[src/sound_cfg.svh]
`ifndef SOUND_CFG_SVH
`define SOUND_CFG_SVH

// Bits per audio sample, two's complement
// Also the number of bit-clock periods in one channel word
`define SOUND_SAMPLE_WIDTH 16

// DAC_BCLK_SRC cycles per half period of the I2S bit clock
// Bit clock = DAC_BCLK_SRC / (2 * div)
`define SOUND_BCLK_DIV 4

// DAC_BCLK_SRC cycles per PDM step
// Sets the oversampling rate of the internal sound pin
`define SOUND_DAC_FREQ_DIV 5

`endif

[src/audio_pkg.sv]
`include "sound_cfg.svh"

// Sample formats shared by the I2S and PDM paths
package audio_pkg;

    // One audio sample, two's complement
    typedef logic signed [`SOUND_SAMPLE_WIDTH-1:0] sample_t;

    // Stereo pair
    // Left is the first field, so it sits in the upper half
    // and leaves the serializer first
    typedef struct packed {
        sample_t left;
        sample_t right;
    } stereo_sample_t;

    // PDM accumulator
    // Low bits hold the running remainder, top bit is the carry
    // that becomes the 1-bit output
    typedef logic [`SOUND_SAMPLE_WIDTH:0] pdm_acc_t;

endpackage

[src/dac_timing_pkg.sv]
`include "sound_cfg.svh"

// Counter and state types of the DAC timing logic
package dac_timing_pkg;

    // Bit position inside one channel word, 0 .. width-1
    typedef logic [$clog2(`SOUND_SAMPLE_WIDTH)-1:0] bit_index_t;

    // Half-period counter of the bit clock
    // One extra value of headroom so a ratio of 1 still gets a bit
    typedef logic [$clog2(`SOUND_BCLK_DIV+1)-1:0] bclk_count_t;

    // PDM step enable counter
    typedef logic [$clog2(`SOUND_DAC_FREQ_DIV+1)-1:0] dac_count_t;

    // Frame sequencer state
    // Encoding is the LRCLK level: low for left, high for right
    typedef enum logic {
        CH_LEFT  = 1'b0,
        CH_RIGHT = 1'b1
    } channel_e;

endpackage

[src/i2s_clock_gen.sv]
`timescale 1ns/1ps
`include "sound_cfg.svh"

module i2s_clock_gen (
    input  logic DAC_BCLK_SRC,
    input  logic RESET_n,
    output logic bclk,
    output logic lrclk,
    output logic bclk_fall,
    output logic frame_start
);

    // Reload values, counters run down to zero
    localparam dac_timing_pkg::bclk_count_t bclk_reload =
        dac_timing_pkg::bclk_count_t'(`SOUND_BCLK_DIV - 1);
    localparam dac_timing_pkg::bit_index_t last_bit_idx =
        dac_timing_pkg::bit_index_t'(`SOUND_SAMPLE_WIDTH - 1);

    dac_timing_pkg::bclk_count_t bclk_cnt;
    dac_timing_pkg::bit_index_t  bit_idx;
    dac_timing_pkg::channel_e    channel;
    logic                        half_done;
    logic                        last_bit;

    // Terminal count of the half period
    assign half_done = (bclk_cnt == '0);

    // Bit clock is high and toggles at the next edge
    // so this cycle is the one in which it goes low
    assign bclk_fall = half_done & bclk;

    // Last bit of the current word
    assign last_bit = (bit_idx == last_bit_idx);

    // First fall after entering the left word
    // LRCLK went low one bit period earlier
    assign frame_start = bclk_fall && (channel == dac_timing_pkg::CH_LEFT)
                         && (bit_idx == '0);

    // State encoding is the pin level
    assign lrclk = (channel == dac_timing_pkg::CH_RIGHT);

    // Half-period counter
    always_ff @(posedge DAC_BCLK_SRC or negedge RESET_n) begin
        if (!RESET_n) begin
            bclk_cnt <= bclk_reload;
        end else if (half_done) begin
            bclk_cnt <= bclk_reload;
        end else begin
            bclk_cnt <= bclk_cnt - 1'b1;
        end
    end

    // Bit clock, idles low out of reset
    always_ff @(posedge DAC_BCLK_SRC or negedge RESET_n) begin
        if (!RESET_n) begin
            bclk <= 1'b0;
        end else if (half_done) begin
            bclk <= ~bclk;
        end
    end

    // Frame sequencer
    // Starts in the right word so the first LRCLK edge is a fall
    // Channel flips on the fall that carries the last bit,
    // i.e. one bit period ahead of the next MSB
    always_ff @(posedge DAC_BCLK_SRC or negedge RESET_n) begin
        if (!RESET_n) begin
            bit_idx <= '0;
            channel <= dac_timing_pkg::CH_RIGHT;
        end else if (bclk_fall) begin
            if (last_bit) begin
                bit_idx <= '0;
                channel <= (channel == dac_timing_pkg::CH_LEFT) ?
                           dac_timing_pkg::CH_RIGHT : dac_timing_pkg::CH_LEFT;
            end else begin
                bit_idx <= bit_idx + 1'b1;
            end
        end
    end

endmodule

[src/i2s_serializer.sv]
`timescale 1ns/1ps
`include "sound_cfg.svh"

module i2s_serializer (
    input  logic                      DAC_BCLK_SRC,
    input  logic                      RESET_n,
    input  logic                      sample_valid,
    input  audio_pkg::stereo_sample_t stereo_in,
    input  logic                      bclk_fall,
    input  logic                      frame_start,
    output logic                      din
);

    // Left and right words back to back
    localparam int frame_bits = 2 * `SOUND_SAMPLE_WIDTH;

    audio_pkg::stereo_sample_t held;
    logic [frame_bits-1:0]     shift_reg;
    logic [frame_bits-1:0]     frame_word;
    logic                      shift_en;

    // Held pair as one frame, left word on top
    assign frame_word = {held.left, held.right};

    // Every fall except the one that reloads
    assign shift_en = bclk_fall & ~frame_start;

    // Holding register
    // Latest strobe wins, no back-pressure toward the source
    // Without a new strobe the same pair is replayed every frame
    // Cleared so a frame before the first sample sends silence
    always_ff @(posedge DAC_BCLK_SRC or negedge RESET_n) begin
        if (!RESET_n) begin
            held <= '0;
        end else if (sample_valid) begin
            held <= stereo_in;
        end
    end

    // Frame shift register
    // frame_start loads the pair and puts the left MSB on the pin
    // Each later fall moves the next bit up, zero fill behind
    // Left LSB goes out on the fall that flips LRCLK high,
    // right MSB on the fall after, matching I2S one-bit delay
    // Pin changes only on a falling bit-clock edge,
    // so data is settled at every rising edge
    always_ff @(posedge DAC_BCLK_SRC or negedge RESET_n) begin
        if (!RESET_n) begin
            shift_reg <= '0;
        end else if (frame_start) begin
            shift_reg <= frame_word;
        end else if (shift_en) begin
            shift_reg <= {shift_reg[frame_bits-2:0], 1'b0};
        end
    end

    // MSB first
    assign din = shift_reg[frame_bits-1];

endmodule

[src/pdm_modulator.sv]
`timescale 1ns/1ps
`include "sound_cfg.svh"

module pdm_modulator (
    input  logic               DAC_BCLK_SRC,
    input  logic               RESET_n,
    input  audio_pkg::sample_t sample,
    output logic               pdm_out
);

    // Step enable reload, counter runs down to zero
    localparam dac_timing_pkg::dac_count_t dac_reload =
        dac_timing_pkg::dac_count_t'(`SOUND_DAC_FREQ_DIV - 1);

    dac_timing_pkg::dac_count_t dac_cnt;
    logic                       step_en;
    audio_pkg::pdm_acc_t        offset_ext;
    audio_pkg::pdm_acc_t        acc;
    audio_pkg::pdm_acc_t        acc_next;

    // One pulse every div cycles
    assign step_en = (dac_cnt == '0);

    // Step enable divider
    always_ff @(posedge DAC_BCLK_SRC or negedge RESET_n) begin
        if (!RESET_n) begin
            dac_cnt <= dac_reload;
        end else if (step_en) begin
            dac_cnt <= dac_reload;
        end else begin
            dac_cnt <= dac_cnt - 1'b1;
        end
    end

    // Offset binary
    // Sign bit inverted, negative full scale -> 0, positive -> all ones
    assign offset_ext = {1'b0, ~sample[`SOUND_SAMPLE_WIDTH-1],
                         sample[`SOUND_SAMPLE_WIDTH-2:0]};

    // Old carry dropped, remainder plus new sample
    assign acc_next = {1'b0, acc[`SOUND_SAMPLE_WIDTH-1:0]} + offset_ext;

    // First-order delta-sigma accumulator
    // Updated only on the step enable, holds in between
    always_ff @(posedge DAC_BCLK_SRC or negedge RESET_n) begin
        if (!RESET_n) begin
            acc <= '0;
        end else if (step_en) begin
            acc <= acc_next;
        end
    end

    // Registered carry, one cycle behind the enable
    // Density of ones = offset sample / 2^width
    assign pdm_out = acc[`SOUND_SAMPLE_WIDTH];

endmodule

[src/sound_out_top.sv]
`timescale 1ns/1ps

module sound_out_top (
    input  logic                      DAC_BCLK_SRC,
    input  logic                      RESET_n,
    input  logic                      sample_valid,
    input  audio_pkg::stereo_sample_t stereo_in,
    input  audio_pkg::sample_t        mono_in,
    output logic                      i2s_bclk,
    output logic                      i2s_lrclk,
    output logic                      i2s_din,
    output logic                      sound_int
);

    // Timing strobes from the frame sequencer
    logic bclk_fall;
    logic frame_start;

    // Bit clock and LRCLK framing
    i2s_clock_gen u_clock_gen (
        .DAC_BCLK_SRC (DAC_BCLK_SRC),
        .RESET_n      (RESET_n),
        .bclk         (i2s_bclk),
        .lrclk        (i2s_lrclk),
        .bclk_fall    (bclk_fall),
        .frame_start  (frame_start)
    );

    // External stereo, always I2S
    i2s_serializer u_serializer (
        .DAC_BCLK_SRC (DAC_BCLK_SRC),
        .RESET_n      (RESET_n),
        .sample_valid (sample_valid),
        .stereo_in    (stereo_in),
        .bclk_fall    (bclk_fall),
        .frame_start  (frame_start),
        .din          (i2s_din)
    );

    // Cartridge internal sound pin
    // Runs on its own step enable, not tied to the I2S frame
    pdm_modulator u_pdm (
        .DAC_BCLK_SRC (DAC_BCLK_SRC),
        .RESET_n      (RESET_n),
        .sample       (mono_in),
        .pdm_out      (sound_int)
    );

endmodule

[config.mk]
export PLATFORM = sky130hd
export DESIGN_NAME = sound_out_top
export DESIGN_NICKNAME = d
export VERILOG_FILES = /design/src/audio_pkg.sv /design/src/dac_timing_pkg.sv /design/src/i2s_clock_gen.sv /design/src/i2s_serializer.sv /design/src/pdm_modulator.sv /design/src/sound_out_top.sv
export VERILOG_INCLUDE_DIRS = /design/src /design/src/src
export SDC_FILE = /design/constraint.sdc
export NUM_CORES = 1
export LEC_CHECK = 0
export ABC_AREA = 1
export BUFFER_PORTS_ARGS = -buffer_cell sky130_fd_sc_hd__buf_4
export CELL_PAD_IN_SITES_DETAIL_PLACEMENT = 1
export CELL_PAD_IN_SITES_GLOBAL_PLACEMENT = 1
export CORE_MARGIN = 1
export CORE_UTILIZATION = 36
export CTS_CLUSTER_DIAMETER = 60
export DETAILED_ROUTE_END_ITERATION = 10
export PLACE_DENSITY_LB_ADDON = 0.1
export SYNTH_ARGS = -nofsm -noshare
export SYNTH_HDL_FRONTEND = slang
export SYNTH_HIERARCHICAL = 1
export SYNTH_SLANG_ARGS = --single-unit
[constraint.sdc]
create_clock -name DAC_BCLK_SRC -period 3 [get_ports DAC_BCLK_SRC]
set_clock_uncertainty 0.05 [all_clocks]
set_input_delay 0.15 -clock DAC_BCLK_SRC [delete_from_list [all_inputs] [get_ports DAC_BCLK_SRC]]
set_output_delay 0.15 -clock DAC_BCLK_SRC [all_outputs]
set_load 0.005 [all_outputs]
======== Word level (Yosys, flattened, before mapping) ========
Cells that the tools add are included.
storage, ports and cells
  bits in registers ....................... 93
  bits in latches ......................... 0
  RAM bits ................................ 0
  bits in read-only memories .............. 0
  bits of input ports ..................... 51
  output and inout port bits .............. 4
  word-level logic and storage cells ...... 33
  memories kept ........................... 0
operators by class
  add/sub/neg operators ................... 4
  $mul .................................... 0
  div/mod/pow operators ................... 0
  $lt $le $gt $ge ......................... 0
  equality and inequality tests ........... 1
  shift-type cells ........................ 0
  multiplexer cells ....................... 6
  bitwise gates (word level) .............. 6
  reduce and logical (&&, ||, !) cells .... 7
operators by type and width
  operator                                                             count
  32-bit 2-to-1 mux                                                    2
  16-bit by 16-bit adder with 17-bit output                            1
  3-bit logical NOT                                                    2
  3-bit 2-to-1 mux                                                     2
  3-bit by 1-bit subtractor with 3-bit output (second input constant)  2
  4-bit by 1-bit adder with 4-bit output (second input constant)       1
  4-bit equality test (second input constant)                          1
  4-bit logical NOT                                                    1
  4-bit 2-to-1 mux                                                     1
  1-bit inverter                                                       4
  1-bit AND                                                            2
  1-bit logical AND                                                    2
  2-bit AND reduction                                                  1
  2-bit nonzero test                                                   1
  1-bit 2-to-1 mux                                                     1

======== Longest topological paths before layout ========
  depth after elaboration ................. 8
  depth in mapped cells ................... 12

======== By module ========
The synthesis kept the hierarchy.
modules (own cells, without submodules)
  module          times used  cells an instance  area each (um^2)  seq. area each (um^2)
  i2s_serializer  1           371                2,896.5           1,601.5
  pdm_modulator   1           259                1,670.4           501.7
  i2s_clock_gen   1           46                 444.2             229.0

======== Least setup slack after synthesis ========
OpenSTA, ideal clock, no wires.
  path type ............................... register -> register
  start point ............................. reg u_clock_gen.bclk_cnt[0]
  end point ............................... reg u_serializer.shift_reg[10]
  library setup time ...................... 0.116 ns
  arrival ................................. 1.663 ns
  required time ........................... 2.834 ns
  setup slack ............................. 1.171 ns
  cell stages (with the launch flop) ...... 12
  path through ............................ dfstp_2 inv_1 ha_1 ha_1 nand2_2 nor4_1 buf_6 nor2_8 inv_4 buf_6 nand2_1 nand2_1
on the way
  cells in the longest elaborated chain, start to end .. 7
  elaborated cells between the ends (all ways) .. 8
  those cells by class .................... mux (1); bitwise (3); reduce/logical (4)
ends and longest elaborated chain
  what                          RTL line              source
  from (decl)                   i2s_clock_gen.sv:19   dac_timing_pkg::bclk_count_t bclk_cnt;
  from (signal assigned)        i2s_clock_gen.sv:46   bclk_cnt <= bclk_reload;
  from (signal assigned)        i2s_clock_gen.sv:48   bclk_cnt <= bclk_reload;
  from (signal assigned)        i2s_clock_gen.sv:50   bclk_cnt <= bclk_cnt - 1'b1;
  3-bit logical NOT (*)         i2s_clock_gen.sv:26   assign half_done = (bclk_cnt == '0);
  1-bit AND (*)                 i2s_clock_gen.sv:30   assign bclk_fall = half_done & bclk;
  1-bit logical AND (*)         i2s_clock_gen.sv:37   assign frame_start = bclk_fall && (channel == dac_timing_pkg::CH_LEFT)
  1-bit logical AND (*)         i2s_clock_gen.sv:38   && (bit_idx == '0);
  via frame_start               sound_out_top.sv:17   logic frame_start;
  1-bit inverter                i2s_serializer.sv:26  assign shift_en = bclk_fall & ~frame_start;
  1-bit AND                     i2s_serializer.sv:26
  2-bit nonzero test (no line)  n/a
  to (signal assigned)          i2s_serializer.sv:51  shift_reg <= frame_word;
  to (signal assigned)          i2s_serializer.sv:53  shift_reg <= {shift_reg[frame_bits-2:0], 1'b0};
  to (decl)                     i2s_serializer.sv:18  logic [frame_bits-1:0] shift_reg;
The timed path passes the listed nets; every way through them passes the cells marked *.
A chain may end at the register's enable or synchronous reset.

======== Worst setup path after layout ========
  start point ............................. reg u_clock_gen.bclk_cnt[0]
  end point ............................... reg u_serializer.shift_reg[30]
Same word-level chain as after synthesis.

==> results.md <==
- The run finished with clean final reports.
- The end of the worst register-to-register path is u_serializer/shift_reg[30].
- The post-synth net total is 750.
- The headroom to the max-slew limit is 0.525.
- Measured on the finished design, the core utilization comes to 0.457.
- The slowest stage of the critical path belongs to the cell buf_4.
- Max-cap violations in this run came to 0.
- The worst hold path terminates at u_pdm/acc[0].
- The count of nets left with antenna violations once routing finished came out at 0.
- In this run the most critical hold path is launched from mono_in[0].
- The number of antenna diodes in the final layout is 0.
- In this run the tool buffered the top-level ports with 54 buffer cells.
- Setup violations remaining at the end of the flow were counted as 0.
- In the synthesized netlist, the number of instances is between 600 and 700.
- The first TritonRoute pass finished after 4 iterations.
- The clock transition time at the flip-flop clock pins of the worst setup and hold paths is 60 ps.
- The critical path is of the flop to flop type.
- The total overflow reported by the global router is 0.
- Entering global routing, the biggest net connects 65 pins.
- The number of vias in the routed layout is between 4000 and 5000.
- The number of different library cells used by synthesis comes to 32.
- 55 I/O pins were placed.
- The most used flip-flop cell after synthesis is dfrtp_1.
- The share of the Yosys chip area taken by registers is 0.465.
- The routed wire length per instance is around 13 um.
- The placement-stage worst setup slack is slightly below 600 ps.
- For flop-to-flop paths, the worst setup slack is between 600 and 700 ps.
- The maximum vdd drop is 255 uV.
- In this run, synthesis produced a sequential element count of slightly above 90.
- Measured along the x axis, the die boundary spans 120 um.
- Dividing total power by cell area gives a power density of approximately 650 nW/um2.
- The total routing usage reported by global routing is 0.189.
- For the pin with the worst max-slew slack, the measured transition is between 700 and 800 ps.
- The number of stages on the worst hold path is 4.
- The endpoint type of the worst setup path is a flop.
- The max-slew violation count is 0.
- The wire-length estimate of the detail-placed layout is about 8300 um.
- The peak per-stage delay on the critical path is roughly 410 ps.
- Clock tree synthesis inserted a total of 9 buffers.
- For this design, the sink count on the clock tree is between 90 and 100.
- The signed area change from the synthesized netlist to the final layout is 22.1%.
- The mean area per synthesized cell is between 7 and 8 um2.
- The most area-hungry cell type in the Yosys netlist is dfrtp_1.
- The clock latency of the later-clocked register in the worst-skew pair is 350 ps.
- The most instantiated library cell after synthesis is nand2_1.
- The number of fillers in the final layout is about 1700.
- The worst setup path is launched from a flop.
- The number of buffers and inverters on the critical path is 3.
- The core region is ~13000 um2.
- TritonCTS built the clock tree.
- Sorting the synthesized cells by area gives the leading types as dfrtp_1 (44%), nand2_1 (25%), inv_1 (6.1%), ha_1 (5.5%), o21ai_0 (3.7%).
- The initial antenna violation count came to 0.
- The root buffer cell is clkbuf_16.
- The via count of the first global-routing pass is approximately 4600.
- The proportion of register bits with asynchronous set or reset after synthesis is 1.00.
- The number of placement rows is 42.
- Setup repair after global routing left no endpoint under its margin.
- The routability congestion estimate is roughly 0.74.
- The worst register-to-register path begins at u_clock_gen/bclk_cnt[0].
- The initial utilization of the core area, before any placement, comes to 0.374.
- In the final timing run, aggregate negative setup slack is 0 ps.
- After synthesis the cells add up to ~5000 um2.
- The share of Yosys cell area claimed by the top area cell type is 0.444.
- The post-cts hold buffer count is 33.
- The first global-routing pass estimated around 21000 um of wire.
- The standby leakage power is about 3.4 nW.
- The critical path goes through inv_1, ha_1, ha_1, nand2_2, nor4_2, buf_4, inv_2, nand2_1, nand2_1, nand2_1, nand2_1.
- Of the available clock period, the critical path in the final layout requires 0.788.
- The number of synthesis warnings is 6.
- The total routed wirelength is 12300 um.
- In this run, post-CTS repair resized a total of 0 instances.
- The H-tree was split into 3 levels.
- The maximum number of buffers from clock root to sink is 2.
- In the routed layout, each cell is associated on average with a via count of ~4.6.
- The maximum fanout count along the critical path is 33.
- The most frequent cell on the critical path is nand2_1.
- At the worst endpoint, the arrival time is around 2600 ps.
- The worst register-to-register path has a depth of 11.
- The residual DRC count is 0.
- The total count of hold-check failures in the final report came to 0.
- By count the netlist is led by nand2_1 (339), dfrtp_1 (89), inv_1 (81).
- Counting I/O delays and the setup requirement, the final critical path takes approximately 2400 ps.
- Timing would allow up to 0.423 GHz.
- The tightest min-delay check is of the primary input to flop type.
- Once the clock tree was built, the setup fixing pass inserted 0 buffers.
- The slack of the critical path is around 640 ps.
- The first routing iteration left around 190 violations.
- The die is 120 um tall.
- The die covers between 10000 and 15000 um2.
- Counting flops with a built-in enable in the synthesized netlist gives 0.
- Of the cells placed in the final design, the portion with a size suffix greater than 1 is 0.115.
- In the final design database the tool counted between 800 and 900 nets.
- The required time at the endpoint of the critical path is around 3200 ps.
- The family of cells with the greatest summed delay on the critical path is buffers and inverters.
==> power breakdown <==
group | internal, W | switching [W]
logic | 0.000523 | 0.000776
clock network | 0.000629 | 0.000492
registers | 0.00144 | 0.000116
==> layer usage <==
| layer | part of all wire | track usage |
|---|---|---|
| met4 | 0.016 | 0.0680 |
| met5 | 0 | 0 |
| met3 | 0.024 | 0.0385 |
| met2 | 0.48 | 0.325 |
| met1 | 0.48 | 0.233 |
==> worst reg2reg max path, stage by stage (launching register included) <==
cell and delay [ps]:
dfstp_2 370, inv_1 50, ha_1 160, ha_1 200
nand2_2 110, nor4_2 230, buf_4 410, inv_2 350
nand2_1 150, nand2_1 70, nand2_1 70, nand2_1 50
==> worst max-delay path by stage <==
stage / from / end / slack (ps) / cells past startpoint
after detailed placement: u_clock_gen/bclk_cnt[0] / u_serializer/shift_reg[9] / 590 / 11
after global placement: u_clock_gen/bclk_cnt[0] / u_serializer/shift_reg[2] / 690 / 10
final: u_clock_gen/bclk_cnt[0] / u_serializer/shift_reg[30] / 640 / 11
after CTS: u_clock_gen/bclk_cnt[0] / u_serializer/shift_reg[9] / 570 / 11
after floorplan: u_clock_gen/bclk_cnt[0] / u_serializer/shift_reg[10] / 1170 / 11
after global routing: u_clock_gen/bclk_cnt[1] / u_serializer/shift_reg[30] / 300 / 11
==> layout by cell type, fill, tap and decap left out, types with 3 or more instances in the layout <==
cell / n
nand2_1: 339
dfrtp_1: 89
inv_1: 81
buf_4: 57
o21ai_0: 37
dlygate4sd3_1: 33
ha_1: 22
nor2_1: 20
nand3_1: 18
a21oi_1: 11
clkbuf_16: 9
dfstp_2: 4
clkbuf_8: 3
nand3_2: 3
xor2_1: 3
o21ai_1: 3
or2_1: 3
nor3_1: 3
==> stage by stage <==
stage / instance area [um2] / total power (W) / hold slack (ps) / cells
global placement: 5500 / 0.00279 / 120 / 886
floorplan: 5010 / 0.00247 / -196 / 676
detailed placement: 5500 / 0.00284 / 131 / 886
finish: 6120 / 0.00398 / 81.9 / 934
global route: 6120 / 0.00431 / 90.2 / 934
CTS: 6120 / 0.00404 / 74.7 / 934
==> cells by family after synthesis <==
logic type               count (synthesis)  synth area share
AND/OR/NAND/NOR                        396             0.316
buffers and inverters                  108             0.100
flip-flops                              93             0.465
AO/OA/AOI/OAI                           51            0.0509
adder cells (fa/ha/maj)                 23            0.0589
XOR/XNOR                                 5           0.00874
==> area by class of cell <==
cell class | instances | area (um2) | area share
Clock inverter | 2 | 16.3 | 0.00266
Sequential cell | 93 | 2330 | 0.381
Tap cell | 176 | 220 | 0.0360
Timing Repair Buffer | 91 | 778 | 0.127
Inverter | 84 | 320 | 0.0523
Multi-Input combinational cell | 475 | 2180 | 0.357
Clock buffer | 13 | 270 | 0.0442
Power figures use the tool's default switching activity.
